### src/common/vec_front_pkg.sv
`default_nettype none

package vec_front_pkg;

    localparam int RF_ADDR_W = 10;  // vector rf address width

    localparam logic [31:0] WFI_INSTR = 32'h1050_0073;
    localparam logic [11:0] CSR_CYCLE = 12'hC00;  // cycle counter read

    // major opcodes seen by the front end
    typedef enum logic [6:0] {
        OPC_LOAD   = 7'b0000011,  // only the cycle counter read
        OPC_VLE    = 7'b0000111,
        OPC_VSE    = 7'b0100111,
        OPC_OPV    = 7'b1010111,  // vmacc, vmv.vi, vsetivli
        OPC_OPIMM  = 7'b0010011,
        OPC_OP     = 7'b0110011,
        OPC_LUI    = 7'b0110111,
        OPC_BRANCH = 7'b1100011,
        OPC_STREAM = 7'b1111111   // custom streamout
    } opcode_e;

    typedef enum logic [2:0] {
        VOP_VLE32,
        VOP_VSE32,
        VOP_VMACC,
        VOP_VMV_VI,
        VOP_STREAMOUT
    } vec_op_e;

    typedef enum logic [2:0] {
        SOP_LUI,
        SOP_ADDI,
        SOP_BNE,
        SOP_ADD,
        SOP_CSR,
        SOP_NONE
    } scalar_op_e;

    // queue word
    typedef struct packed {
        logic [31:0] pc;
        logic [31:0] instr;
    } fetch_entry_t;

    // command to the vector unit
    typedef struct packed {
        vec_op_e                op;
        logic [RF_ADDR_W-1:0]   vr_addr;
        logic [RF_ADDR_W-1:0]   vw_addr;
        logic [2:0]             vl;
        logic [11:0]            itr;
        logic [4:0]             imm5;
        logic [31:0]            base;    // x[rs1]
    } vec_cmd_t;

    typedef struct packed {
        logic        valid;
        scalar_op_e  op;
        logic [4:0]  rs1;
        logic [4:0]  rs2;
        logic [4:0]  rd;
        logic [31:0] imm;    // addi or lui immediate
        logic [31:0] pc;
        logic [11:0] b_imm;  // branch offset in halfwords
    } scalar_req_t;

endpackage

`default_nettype wire

### src/decoder/isa_decoder.sv
`default_nettype none

module isa_decoder
    import vec_front_pkg::*;
(
    input  logic         clk,
    input  logic         rst,
    input  logic         start,
    input  fetch_entry_t head,
    input  logic         not_empty,
    input  logic         done_steady,
    input  logic         vec_ready,
    input  logic [31:0]  rs1_val,
    input  logic         redirect,
    output logic         pop,
    output logic         credit_ret,
    output scalar_req_t  scalar_req,
    output logic         vec_cmd_valid,
    output vec_cmd_t     vec_cmd,
    output logic         ap_done
);

    localparam logic [2:0] F3_VMACC    = 3'h0;
    localparam logic [2:0] F3_VMV_VI   = 3'h5;
    localparam logic [2:0] F3_VSETIVLI = 3'h7;
    localparam logic [2:0] F3_ADD      = 3'h0;
    localparam logic [2:0] F3_BNE      = 3'h1;

    typedef enum logic [1:0] {
        ST_IDLE,
        ST_RUN,
        ST_WAIT_DONE  // wfi taken, vector unit still busy
    } state_e;

    state_e     state;
    logic [31:0] instr;
    logic [2:0]  funct3;
    logic [6:0]  funct7;
    logic        is_vec;
    logic        is_vset;
    logic        is_wfi;
    vec_op_e     vop;
    scalar_op_e  sop;
    logic [2:0]  vl;
    logic [11:0] itr;
    logic [4:0]  vr_idx;
    vec_cmd_t    next_cmd;

    // vl 0..4: low vl+1 index bits at the top; vl 5..7: vl-4 zeros above the index
    function automatic logic [RF_ADDR_W-1:0] map_addr(input logic [4:0] idx,
                                                      input logic [2:0] k);
        logic [4:0] masked;
        masked = (k >= 3'd4) ? idx : (idx & ~(5'h1f << (k + 3'd1)));
        return RF_ADDR_W'(masked) << (RF_ADDR_W - 1 - k);
    endfunction

    assign instr  = head.instr;
    assign funct3 = instr[14:12];
    assign funct7 = instr[31:25];
    assign is_wfi = (instr == WFI_INSTR);

    always_comb begin
        is_vec  = 1'b0;
        is_vset = 1'b0;
        vop     = VOP_VLE32;
        sop     = SOP_NONE;
        case (opcode_e'(instr[6:0]))
            OPC_VLE: begin
                is_vec = 1'b1;
                vop    = VOP_VLE32;
            end
            OPC_VSE: begin
                is_vec = 1'b1;
                vop    = VOP_VSE32;
            end
            OPC_OPV: begin
                if (funct3 == F3_VMACC) begin
                    is_vec = 1'b1;
                    vop    = VOP_VMACC;
                end else if (funct3 == F3_VMV_VI) begin
                    is_vec = 1'b1;
                    vop    = VOP_VMV_VI;
                end else if (funct3 == F3_VSETIVLI) begin
                    is_vset = 1'b1;
                end
            end
            OPC_STREAM: begin
                is_vec = 1'b1;
                vop    = VOP_STREAMOUT;
            end
            OPC_LUI:    sop = SOP_LUI;
            OPC_OPIMM:  sop = (funct3 == 3'h0) ? SOP_ADDI : SOP_NONE;
            OPC_OP:     sop = (funct3 == F3_ADD && funct7 == 7'h0) ? SOP_ADD : SOP_NONE;
            OPC_BRANCH: sop = (funct3 == F3_BNE) ? SOP_BNE : SOP_NONE;
            OPC_LOAD:   sop = (instr[31:20] == CSR_CYCLE) ? SOP_CSR : SOP_NONE;
            default:    sop = SOP_NONE;
        endcase
    end

    // vector entries wait for a free or draining command register
    assign pop = (state == ST_RUN) && not_empty && (!is_vec || !vec_cmd_valid || vec_ready);
    assign credit_ret = pop && !redirect;  // flushed queue gets full credit anyway

    assign ap_done = (pop && is_wfi && done_steady) || (state == ST_WAIT_DONE && done_steady);

    always_comb begin
        scalar_req.valid = pop && (sop != SOP_NONE);
        scalar_req.op    = sop;
        scalar_req.rs1   = instr[19:15];  // also the base for vector commands
        scalar_req.rs2   = instr[24:20];
        scalar_req.rd    = instr[11:7];
        scalar_req.imm   = (sop == SOP_LUI) ? {instr[31:12], 12'h000}
                                            : {{20{instr[31]}}, instr[31:20]};
        scalar_req.pc    = head.pc;
        scalar_req.b_imm = {instr[31], instr[7], instr[30:25], instr[11:8]};
    end

    assign vr_idx = (vop == VOP_VSE32) ? instr[11:7] : instr[24:20];

    always_comb begin
        next_cmd.op      = vop;
        next_cmd.vr_addr = map_addr(vr_idx, vl);
        next_cmd.vw_addr = map_addr(instr[11:7], vl);
        next_cmd.vl      = vl;
        next_cmd.itr     = itr;
        next_cmd.imm5    = instr[19:15];
        next_cmd.base    = rs1_val;
    end

    always_ff @(posedge clk) begin
        if (rst) begin
            state <= ST_IDLE;
        end else if (start) begin
            state <= ST_RUN;
        end else begin
            case (state)
                ST_RUN: begin
                    if (pop && is_wfi) begin
                        state <= done_steady ? ST_IDLE : ST_WAIT_DONE;
                    end
                end
                ST_WAIT_DONE: if (done_steady) state <= ST_IDLE;
                default: state <= state;
            endcase
        end
    end

    // vsetivli config
    always_ff @(posedge clk) begin
        if (rst) begin
            vl  <= '0;
            itr <= '0;
        end else if (pop && is_vset) begin
            vl  <= instr[17:15];
            itr <= instr[29:18];
        end
    end

    always_ff @(posedge clk) begin
        if (rst) begin
            vec_cmd_valid <= 1'b0;
        end else if (pop && is_vec) begin
            vec_cmd_valid <= 1'b1;
        end else if (vec_ready) begin
            vec_cmd_valid <= 1'b0;
        end
    end

    always_ff @(posedge clk) begin
        if (pop && is_vec) begin
            vec_cmd <= next_cmd;
        end
    end

endmodule

`default_nettype wire

### src/decoder/scalar_exec.sv
`default_nettype none

module scalar_exec
    import vec_front_pkg::*;
(
    input  logic        clk,
    input  logic        rst,
    input  scalar_req_t scalar_req,
    output logic [31:0] rs1_val,
    output logic        redirect,
    output logic [31:0] redirect_pc
);

    logic [31:0] regs [32];
    logic [31:0] rs2_val;
    logic [31:0] cycle_cnt;
    logic [31:0] wr_data;
    logic        wr_en;
    logic [31:0] b_offset;

    // x0 reads as zero and is never written
    assign rs1_val = (scalar_req.rs1 == 5'd0) ? 32'd0 : regs[scalar_req.rs1];
    assign rs2_val = (scalar_req.rs2 == 5'd0) ? 32'd0 : regs[scalar_req.rs2];

    always_comb begin
        wr_en   = scalar_req.valid && (scalar_req.rd != 5'd0);
        wr_data = 32'd0;
        case (scalar_req.op)
            SOP_ADD:  wr_data = rs1_val + rs2_val;
            SOP_ADDI: wr_data = rs1_val + scalar_req.imm;
            SOP_LUI:  wr_data = scalar_req.imm;
            SOP_CSR:  wr_data = cycle_cnt;
            default: begin
                wr_en   = 1'b0;  // bne has no writeback
                wr_data = 32'd0;
            end
        endcase
    end

    // write lands on the pop edge, so the next pop already sees it
    always_ff @(posedge clk) begin
        if (wr_en) begin
            regs[scalar_req.rd] <= wr_data;
        end
    end

    always_ff @(posedge clk) begin
        if (rst) begin
            cycle_cnt <= '0;
        end else begin
            cycle_cnt <= cycle_cnt + 32'd1;
        end
    end

    // branch offset is in halfwords
    assign b_offset    = {{19{scalar_req.b_imm[11]}}, scalar_req.b_imm, 1'b0};
    assign redirect_pc = scalar_req.pc + b_offset;

    assign redirect = scalar_req.valid && (scalar_req.op == SOP_BNE) && (rs1_val != rs2_val);

endmodule

`default_nettype wire

### src/verilog/instr_fetch.sv
`default_nettype none

module instr_fetch
    import vec_front_pkg::*;
#(
    parameter int QUEUE_DEPTH = 4,
    parameter int PROG_DEPTH  = 64
) (
    input  logic                          clk,
    input  logic                          rst,
    input  logic                          prog_we,
    input  logic [$clog2(PROG_DEPTH)-1:0] prog_addr,
    input  logic [31:0]                   prog_data,
    input  logic                          start,
    input  logic                          credit_ret,
    input  logic                          redirect,
    input  logic [31:0]                   redirect_pc,
    output logic                          push,
    output fetch_entry_t                  push_entry
);

    localparam int AW = $clog2(PROG_DEPTH);
    localparam int CW = $clog2(QUEUE_DEPTH + 1);

    logic [31:0]   prog_mem [PROG_DEPTH];
    logic [31:0]   rdata;      // always holds prog_mem at pc
    logic [31:0]   pc;
    logic [31:0]   pc_next;
    logic          running;
    logic [CW-1:0] credits;
    logic          push_wfi;

    // one entry per cycle as long as a queue slot is owed to us
    assign push       = running && (credits != '0);
    assign push_entry = '{pc: pc, instr: rdata};
    assign push_wfi   = push && (rdata == WFI_INSTR);

    always_comb begin
        pc_next = pc;
        if (start) begin
            pc_next = '0;
        end else if (redirect) begin
            pc_next = redirect_pc;  // taken bne
        end else if (push) begin
            pc_next = pc + 32'd4;
        end
    end

    // read address runs one step ahead so rdata lines up with pc
    always_ff @(posedge clk) begin
        if (prog_we) begin
            prog_mem[prog_addr] <= prog_data;
        end
        rdata <= prog_mem[pc_next[AW+1:2]];
    end

    always_ff @(posedge clk) begin
        if (rst) begin
            pc      <= '0;
            running <= 1'b0;
        end else begin
            pc <= pc_next;
            if (start || redirect) begin
                running <= 1'b1;
            end else if (push_wfi) begin
                running <= 1'b0;  // nothing after wfi is fetched
            end
        end
    end

    // queue is emptied on redirect, so all slots come back at once
    always_ff @(posedge clk) begin
        if (rst || start || redirect) begin
            credits <= CW'(QUEUE_DEPTH);
        end else begin
            credits <= credits - CW'(push) + CW'(credit_ret);
        end
    end

endmodule

`default_nettype wire

### src/verilog/instr_queue.sv
`default_nettype none

module instr_queue
    import vec_front_pkg::*;
#(
    parameter int QUEUE_DEPTH = 4
) (
    input  logic         clk,
    input  logic         rst,
    input  logic         push,
    input  fetch_entry_t push_entry,
    input  logic         pop,
    input  logic         flush,
    output fetch_entry_t head,
    output logic         not_empty
);

    localparam int AW = (QUEUE_DEPTH > 1) ? $clog2(QUEUE_DEPTH) : 1;
    localparam int CW = $clog2(QUEUE_DEPTH + 1);

    fetch_entry_t  entries [QUEUE_DEPTH];
    logic [AW-1:0] wr_ptr;
    logic [AW-1:0] rd_ptr;
    logic [CW-1:0] count;
    logic          do_pop;

    function automatic logic [AW-1:0] ptr_inc(input logic [AW-1:0] ptr);
        if (ptr == AW'(QUEUE_DEPTH - 1)) begin
            return '0;
        end
        return ptr + 1'b1;
    endfunction

    assign not_empty = (count != '0);
    assign head      = entries[rd_ptr];  // fall-through head
    assign do_pop    = pop && not_empty;

    // no full check, fetch only pushes against a credit
    always_ff @(posedge clk) begin
        if (push && !flush) begin
            entries[wr_ptr] <= push_entry;
        end
    end

    always_ff @(posedge clk) begin
        if (rst || flush) begin
            wr_ptr <= '0;
            rd_ptr <= '0;
            count  <= '0;
        end else begin
            if (push) begin
                wr_ptr <= ptr_inc(wr_ptr);
            end
            if (do_pop) begin
                rd_ptr <= ptr_inc(rd_ptr);
            end
            count <= count + CW'(push) - CW'(do_pop);
        end
    end

endmodule

`default_nettype wire

### src/verilog/vec_front_top.sv
`default_nettype none

module vec_front_top
    import vec_front_pkg::*;
#(
    parameter int QUEUE_DEPTH = 4,
    parameter int PROG_DEPTH  = 64
) (
    input  logic                          clk,
    input  logic                          rst,
    input  logic                          prog_we,
    input  logic [$clog2(PROG_DEPTH)-1:0] prog_addr,
    input  logic [31:0]                   prog_data,
    input  logic                          start,
    input  logic                          done_steady,
    input  logic                          vec_ready,
    output logic                          vec_cmd_valid,
    output vec_cmd_t                      vec_cmd,
    output logic                          ap_done
);

    logic         push;
    fetch_entry_t push_entry;
    fetch_entry_t head;
    logic         not_empty;
    logic         pop;
    logic         credit_ret;
    scalar_req_t  scalar_req;
    logic [31:0]  rs1_val;
    logic         redirect;
    logic [31:0]  redirect_pc;

    instr_fetch #(
        .QUEUE_DEPTH(QUEUE_DEPTH),
        .PROG_DEPTH (PROG_DEPTH)
    ) u_fetch (
        .clk        (clk),
        .rst        (rst),
        .prog_we    (prog_we),
        .prog_addr  (prog_addr),
        .prog_data  (prog_data),
        .start      (start),
        .credit_ret (credit_ret),
        .redirect   (redirect),
        .redirect_pc(redirect_pc),
        .push       (push),
        .push_entry (push_entry)
    );

    instr_queue #(
        .QUEUE_DEPTH(QUEUE_DEPTH)
    ) u_queue (
        .clk       (clk),
        .rst       (rst),
        .push      (push),
        .push_entry(push_entry),
        .pop       (pop),
        .flush     (redirect),  // taken bne drops everything fetched behind it
        .head      (head),
        .not_empty (not_empty)
    );

    isa_decoder u_decoder (
        .clk          (clk),
        .rst          (rst),
        .start        (start),
        .head         (head),
        .not_empty    (not_empty),
        .done_steady  (done_steady),
        .vec_ready    (vec_ready),
        .rs1_val      (rs1_val),
        .redirect     (redirect),
        .pop          (pop),
        .credit_ret   (credit_ret),
        .scalar_req   (scalar_req),
        .vec_cmd_valid(vec_cmd_valid),
        .vec_cmd      (vec_cmd),
        .ap_done      (ap_done)
    );

    scalar_exec u_scalar (
        .clk        (clk),
        .rst        (rst),
        .scalar_req (scalar_req),
        .rs1_val    (rs1_val),
        .redirect   (redirect),
        .redirect_pc(redirect_pc)
    );

endmodule

`default_nettype wire
### config.mk
export PLATFORM = sky130hd
export DESIGN_NAME = vec_front_top
export DESIGN_NICKNAME = d
export VERILOG_FILES = /design/src/common/vec_front_pkg.sv /design/src/decoder/isa_decoder.sv /design/src/decoder/scalar_exec.sv /design/src/verilog/instr_fetch.sv /design/src/verilog/instr_queue.sv /design/src/verilog/vec_front_top.sv
export SDC_FILE = /design/constraint.sdc
export NUM_CORES = 2
export LEC_CHECK = 0
export BUFFER_PORTS_ARGS = -buffer_cell sky130_fd_sc_hd__buf_2
export CAP_MARGIN = 20
export CORE_UTILIZATION = 55
export CTS_BUF_LIST = sky130_fd_sc_hd__clkbuf_4 sky130_fd_sc_hd__clkbuf_8
export DETAILED_ROUTE_END_ITERATION = 12
export HOLD_SLACK_MARGIN = 0.15
export PLACE_DENSITY_LB_ADDON = 0.25
export SLEW_MARGIN = 20
export SYNTH_ARGS = -nofsm -noshare
export SYNTH_HDL_FRONTEND = slang
export SYNTH_SLANG_ARGS = --single-unit
### constraint.sdc
create_clock -name clk -period 10.3 [get_ports clk]
set_input_delay 0.515 -clock clk [delete_from_list [all_inputs] [get_ports clk]]
set_output_delay 0.515 -clock clk [all_outputs]
set_load 0.03 [all_outputs]
# After elaboration in Yosys (flattened, before gate mapping)

Memory sizes are Yosys's and may differ from the RTL's. A register that Yosys moved wholly into a read port is not among the register bits.
Index checks and enable logic that the tools add are counted.

Register bits after elaboration: 168
Memory bits (writable): 3328
Output and inout bits: 77
Logic and storage cells: 171
Memories kept: 3

Memories:

| memory           | depth | bits a word | read ports | clocked after memory_dff | wr ports | RTL line          | text |
|---|---|---|---|---|---|---|---|
| u_fetch.prog_mem | 64    | 32          | 1          | 1                        | 1        | instr_fetch.sv:25 | `logic [31:0] prog_mem [PROG_DEPTH];` |
| u_scalar.regs    | 32    | 32          | 2          | 0                        | 1        | scalar_exec.sv:14 | `logic [31:0] regs [32];` |
| u_queue.entries  | 4     | 64          | 1          | 1                        | 1        | instr_queue.sv:21 | `fetch_entry_t entries [QUEUE_DEPTH];` |

Add/sub/neg operators: 13
Order comparisons: 1
Equal/unequal tests: 30
Shift operators: 3
Muxes and demuxes: 53
Bitwise logic cells: 3
Reduce and logical (&&, ||, !) cells: 45

Operators with widths:

| kind                                                                     | count |
|---|---|
| 32-bit 2-to-1 mux                                                        | 4 |
| 32-bit case mux with 4 select lines                                      | 1 |
| 32-bit adder                                                             | 3 |
| 32-bit by 29-bit equality test with 1-bit output (second input constant) | 2 |
| 5-bit by 32-bit << shifter with 10-bit output                            | 2 |
| 32-bit by 1-bit adder with 32-bit output (second input constant)         | 1 |
| 32-bit by 3-bit adder with 32-bit output (second input constant)         | 1 |
| 32-bit != test                                                           | 1 |
| 31-bit 2-to-1 mux                                                        | 1 |
| 1-bit 2-to-1 mux                                                         | 25 |
| 7-bit by 6-bit equality test with 1-bit output (second input constant)   | 3 |
| 7-bit equality test (second input constant)                              | 3 |
| 2-bit 2-to-1 mux                                                         | 10 |
| 1-bit logical AND                                                        | 17 |
| 5-bit 2-to-1 mux                                                         | 3 |
| 3-bit case mux with 5 select lines                                       | 1 |
| 12-bit equality test (second input constant)                             | 1 |
| 3-bit 2-to-1 mux                                                         | 4 |
| 5-bit AND                                                                | 2 |
| 5-bit zero test                                                          | 2 |
| 3-bit by 1-bit equality test with 1-bit output (second input constant)   | 3 |
| 3-bit equality test (second input constant)                              | 3 |
| 3-bit != test (second input constant)                                    | 3 |
| 3-bit case mux with 3 select lines                                       | 1 |
| 29 further kinds                                                         | 51 |

# Longest topological paths before layout

Depth after elaboration: 16
Mapped depth: 31
Depth with buffers taken out: 27

# By module

From an unflattened synthesis, not the netlist that was laid out.

Cell total of the unflattened synthesis: 9599
Area total of the unflattened synthesis: 150411.8 um^2

By module, submodules not included:

| module      | times used | cells an instance | area each (um^2) |
|---|---|---|---|
| instr_fetch | 1          | 5771              | 82735.6 |
| scalar_exec | 1          | 3023              | 52987.1 |
| instr_queue | 1          | 380               | 9791.9 |
| isa_decoder | 1          | 425               | 4897.2 |

# Worst setup path after synthesis

Ideal clock, no wire load.

Path kind: register -> register
Start point: register (tool-made name)
End point: memory u_scalar.regs[0][30] (data pin)
Library setup time: 0.454 ns
Arrival time: 7.687 ns
Required time: 9.846 ns
Path slack: 2.159 ns
Cell stages (with the launch flop): 29
Path buffers: 5
Path through: dfxtp_1 > buf_4 > buf_2 > buf_2 > mux4_2 > nor4_1 > and3_1 > clkbuf_1 > clkbuf_1 > a21oi_1 > ha_1 > fa_1 > a21o_1 > a21oi_1 > o21bai_1 > a21oi_1 > o21bai_1 > a21oi_1 > o21bai_1 > a21oi_1 > o21ai_0 > a21oi_1 > o21ai_0 > o211ai_1 > a21oi_1 > or4_1 > a31oi_1 > xor2_1 > o21ai_0

RTL lines:

| item             | RTL line |
|---|---|
| end: declaration | scalar_exec.sv:14 |

==> flow_summary.yaml <==
outcome:
  status: "finished, final reports clean"
global_route:
  met2_usage_pct: 52.54
  antenna_found_initial: 28
  grtUsageTotal_pct: 33.59
  gr-total-overflow: 0
  grt_max_degree: 114
  grt_use_met3_pct: 6.834
  met1_usage_pct: 43.25
  grt_pass1_wl_um: 636100
  grt_pass1_vias: 90600
  top_usage_layer: "met2"
cts:
  clockRootBuffer: "clkbuf_8"
  ctsResizeCount: 0
  cts_buffer_depth: 4
  clkTransAtPathRegs_ns: 0.06
  post_cts_buffers: 0
  clkSinkCount: 3405
  cts_hold_buf: 40
  clock_latency_ns: 1.24
  cts_tree: "yes"
  cts-htree-levels: 6
  numCtsBuffers: 551
logic_synthesis:
  synthFlopType: "edfxtp_1"
  synth_area_per_cell_um2: 14.94
  yosysSeqAreaShare_pct: 70.23
  synth_area_um2: 144100
  synth_top_area_share_pct: 68.81
  synth_edf_count: 3303
  async_reset_ff_share_pct: 0
  yosys-top-cells-count: "3303 x edfxtp_1, 1539 x nand2_1, 1345 x mux2i_1"
  synth_largest_area_cell: "edfxtp_1"
  syn_inst: 9648
  ys_top_cells_by_area: "edfxtp_1 69%, mux2i_1 9.3%, nand2_1 4.0%"
  ys_warn_count: 0
  synth_cell_types: 84
  ys_ff_latch: 3405
  yosys.cell_count.top_type: "edfxtp_1"
routing:
  drc: 0
  totalWireLength_um: 451700
  vias_per_cell: 6.586
  drt-wirelength-per-cell_um: 31.98
  vias: 93010
  drtPass1Iterations: 6
  drt_iter0_drc: 13520
  drtAntennaViolNets: 0
finish:
  multi_input_area_um2: 40940
  syn_to_final_growth_pct: 12.58
  layout-drive-gt1-share_pct: 17.21
  final_nets: 10310
  seqCellArea_um2: 101200
  nFillCells: 18890
floorplanning:
  die_h_um: 513.9
  core_um2: 260200
  fp.dieW_um: 513.9
  ios: 121
  rows: 187
  start_util_pct: 55.40
  die_area_um2: 264100
worst_hold_path:
  whs_path_depth: 3
  holdCritPathClass: "primary input to flip-flop"
  worstHoldStart: "rst"
setup_path:
  crit_required_ns: 11.35
  cp_max_fo: 97
  cp_slowest_cell: "mux4_4"
  endpoint_kind: "flip-flop"
  timing.critical_path.cells: "mux4_4 -> buf_12 -> buf_12 -> mux2i_1 -> mux2i_1 -> a32oi_1 -> a21oi_1 -> o211ai_1 -> nor4b_1 -> nand4_1 -> or4_4 -> and2_1 -> mux2_8 -> buf_12 -> buf_4 -> mux4_2 -> a21oi_1 -> o211ai_1 -> or3_1"
  cp-start-kind: "flip-flop"
  cpPeakStageDelay_ns: 0.71
  rrSetupSlack_ns: 0.76
  r2r_cells: 19
  critical_path_class: "flip-flop to flip-flop"
  arrival_ns: 10.60
  cp_common_cell: "buf_12"
sta:
  max_freq_mhz: 104.8
  slew_headroom_pct: 20.01
  hold_viol: 0
  holdWs_ns: 0.2442
  slew_viol_final: 0
  setup_violations: 0
  finalSetupTns_ns: 0
  rsz0062_at_grt: "false"
  final.min_clock_period_ns: 9.544
  period_share_pct: 92.66
  skew_ns: 0.09483
  tightest_slew_ns: 1.187
placement:
  gp_congestion: 0.9676
  port_buffers: 120
  dp_hpwl_um: 267100
power:
  powerDensity_nw_per_um2: 199.8
  peakVddDrop_mv: 0.1824
  p_leak_nw: 57.58
job:
  cap_violations: 0
==> power by group <==
part	internal (W)	switching, W	leakage (nW)
Clock	0.00618	0.00542	5.68
Combinational	0.00180	0.00365	19.4
Sequential	0.0153	0.0000912	32.5
Total	0.0233	0.00916	57.6
==> layer usage <==
layer	wire [um]	part of all wire, %
met5	192	0.043
met3	49550	11
met2	207500	46
met1	162500	36
met4	31910	7.1
==> worst max-delay path: cells and delay by family (launching register included) <==
kind,cells,cell delay [ns]
multiplexers,5,2.67
flip-flops,1,0.62
AO/OA/AOI/OAI,5,1.48
buffers and inverters,4,1.68
AND/OR/NAND/NOR,5,2.43
==> per-stage QoR <==
stage	worst slack [ns]	std cells	instance area, um2	total power, W	utilization [%]
after floorplan	2.159	9679	144300	0.01895	-
after global placement	1.065	13110	150900	0.02087	58.01
after detailed placement	1.038	13110	151000	0.02091	58.02
after CTS	1.030	14110	162100	0.03230	62.31
after global routing	0.6709	14110	162200	0.03321	62.36
final	0.7562	14120	162300	0.03242	62.37
==> state kept, by name, summed over array words and instances, names as in the netlist, named ones only <==
register and flops:
u_queue.rd_ptr 2, u_scalar.cycle_cnt 32, u_queue.wr_ptr 2, u_decoder.vec_cmd 75, u_fetch.prog_mem 2048, u_fetch.credits 3
u_decoder.vl 3, u_decoder.vec_cmd_valid 1, u_scalar.regs 1024, u_decoder.itr 12, u_fetch.running 1, u_queue.entries 156
u_decoder.state 2, u_fetch.rdata 32, u_queue.count 3, u_fetch.pc 7
==> area by class of cell <==
cell class / instances / area share, %
antenna: 16 / 0.02467
clock buffer: 797 / 5.927
clock inverter: 158 / 0.7071
inverter: 55 / 0.1334
multi-input combinational: 5618 / 25.23
sequential: 3405 / 62.39
tap: 3496 / 2.696
timing repair buffer: 578 / 2.899
==> cell families (layout without fill, tap and decap cells) <==
family                     count (synthesis)  count (layout)  synth area share (%)
adders and majority gates                 59              59                0.5330
AOI/OAI and AO/OA                       1274            1274                 6.094
and+or+nand+nor                         2624            2624                 7.864
xor gates and xnor gates                  66              66                0.4010
DFF                                     3405            3405                 70.23
other                                      1              48              0.002602
buffers and inverters                    656            1588                 2.238
muxes                                   1563            1563                 12.64
==> layout by cell type, fill, tap and decap left out, types with 32 or more instances in the layout <==
master,synthesis,final
buf_4,86,377
clkbuf_8,0,581
clkbuf_4,0,216
mux2i_1,1345,1343
o21ai_0,131,107
buf_12,0,43
edfxtp_1,3303,3303
or3_1,49,49
ha_1,55,55
o221ai_1,74,74
inv_1,51,50
and3_1,91,87
nand2_1,1539,1534
a32oi_1,105,105
xor2_1,36,36
a32o_1,74,74
a22oi_1,42,42
dfxtp_1,102,100
nand4_1,65,65
buf_2,214,117
nor3_1,76,72
dlygate4sd3_1,0,40
o22ai_1,179,179
o211ai_1,48,48
o2111ai_1,43,42
nand3_1,327,327
nor2_1,333,226
nor2_4,0,104
a31oi_1,141,141
mux4_2,204,201
a21oi_1,260,256
clkinv_1,2,78
conb_1,1,32
==> worst paths after layout <==
path                            to
min reg2reg  u_decoder.vec_cmd[37]
max               u_fetch.rdata[2]
min               u_decoder.itr[7]
max reg2reg       u_fetch.rdata[2]
Note: power is estimated with default switching activity, not from simulation.
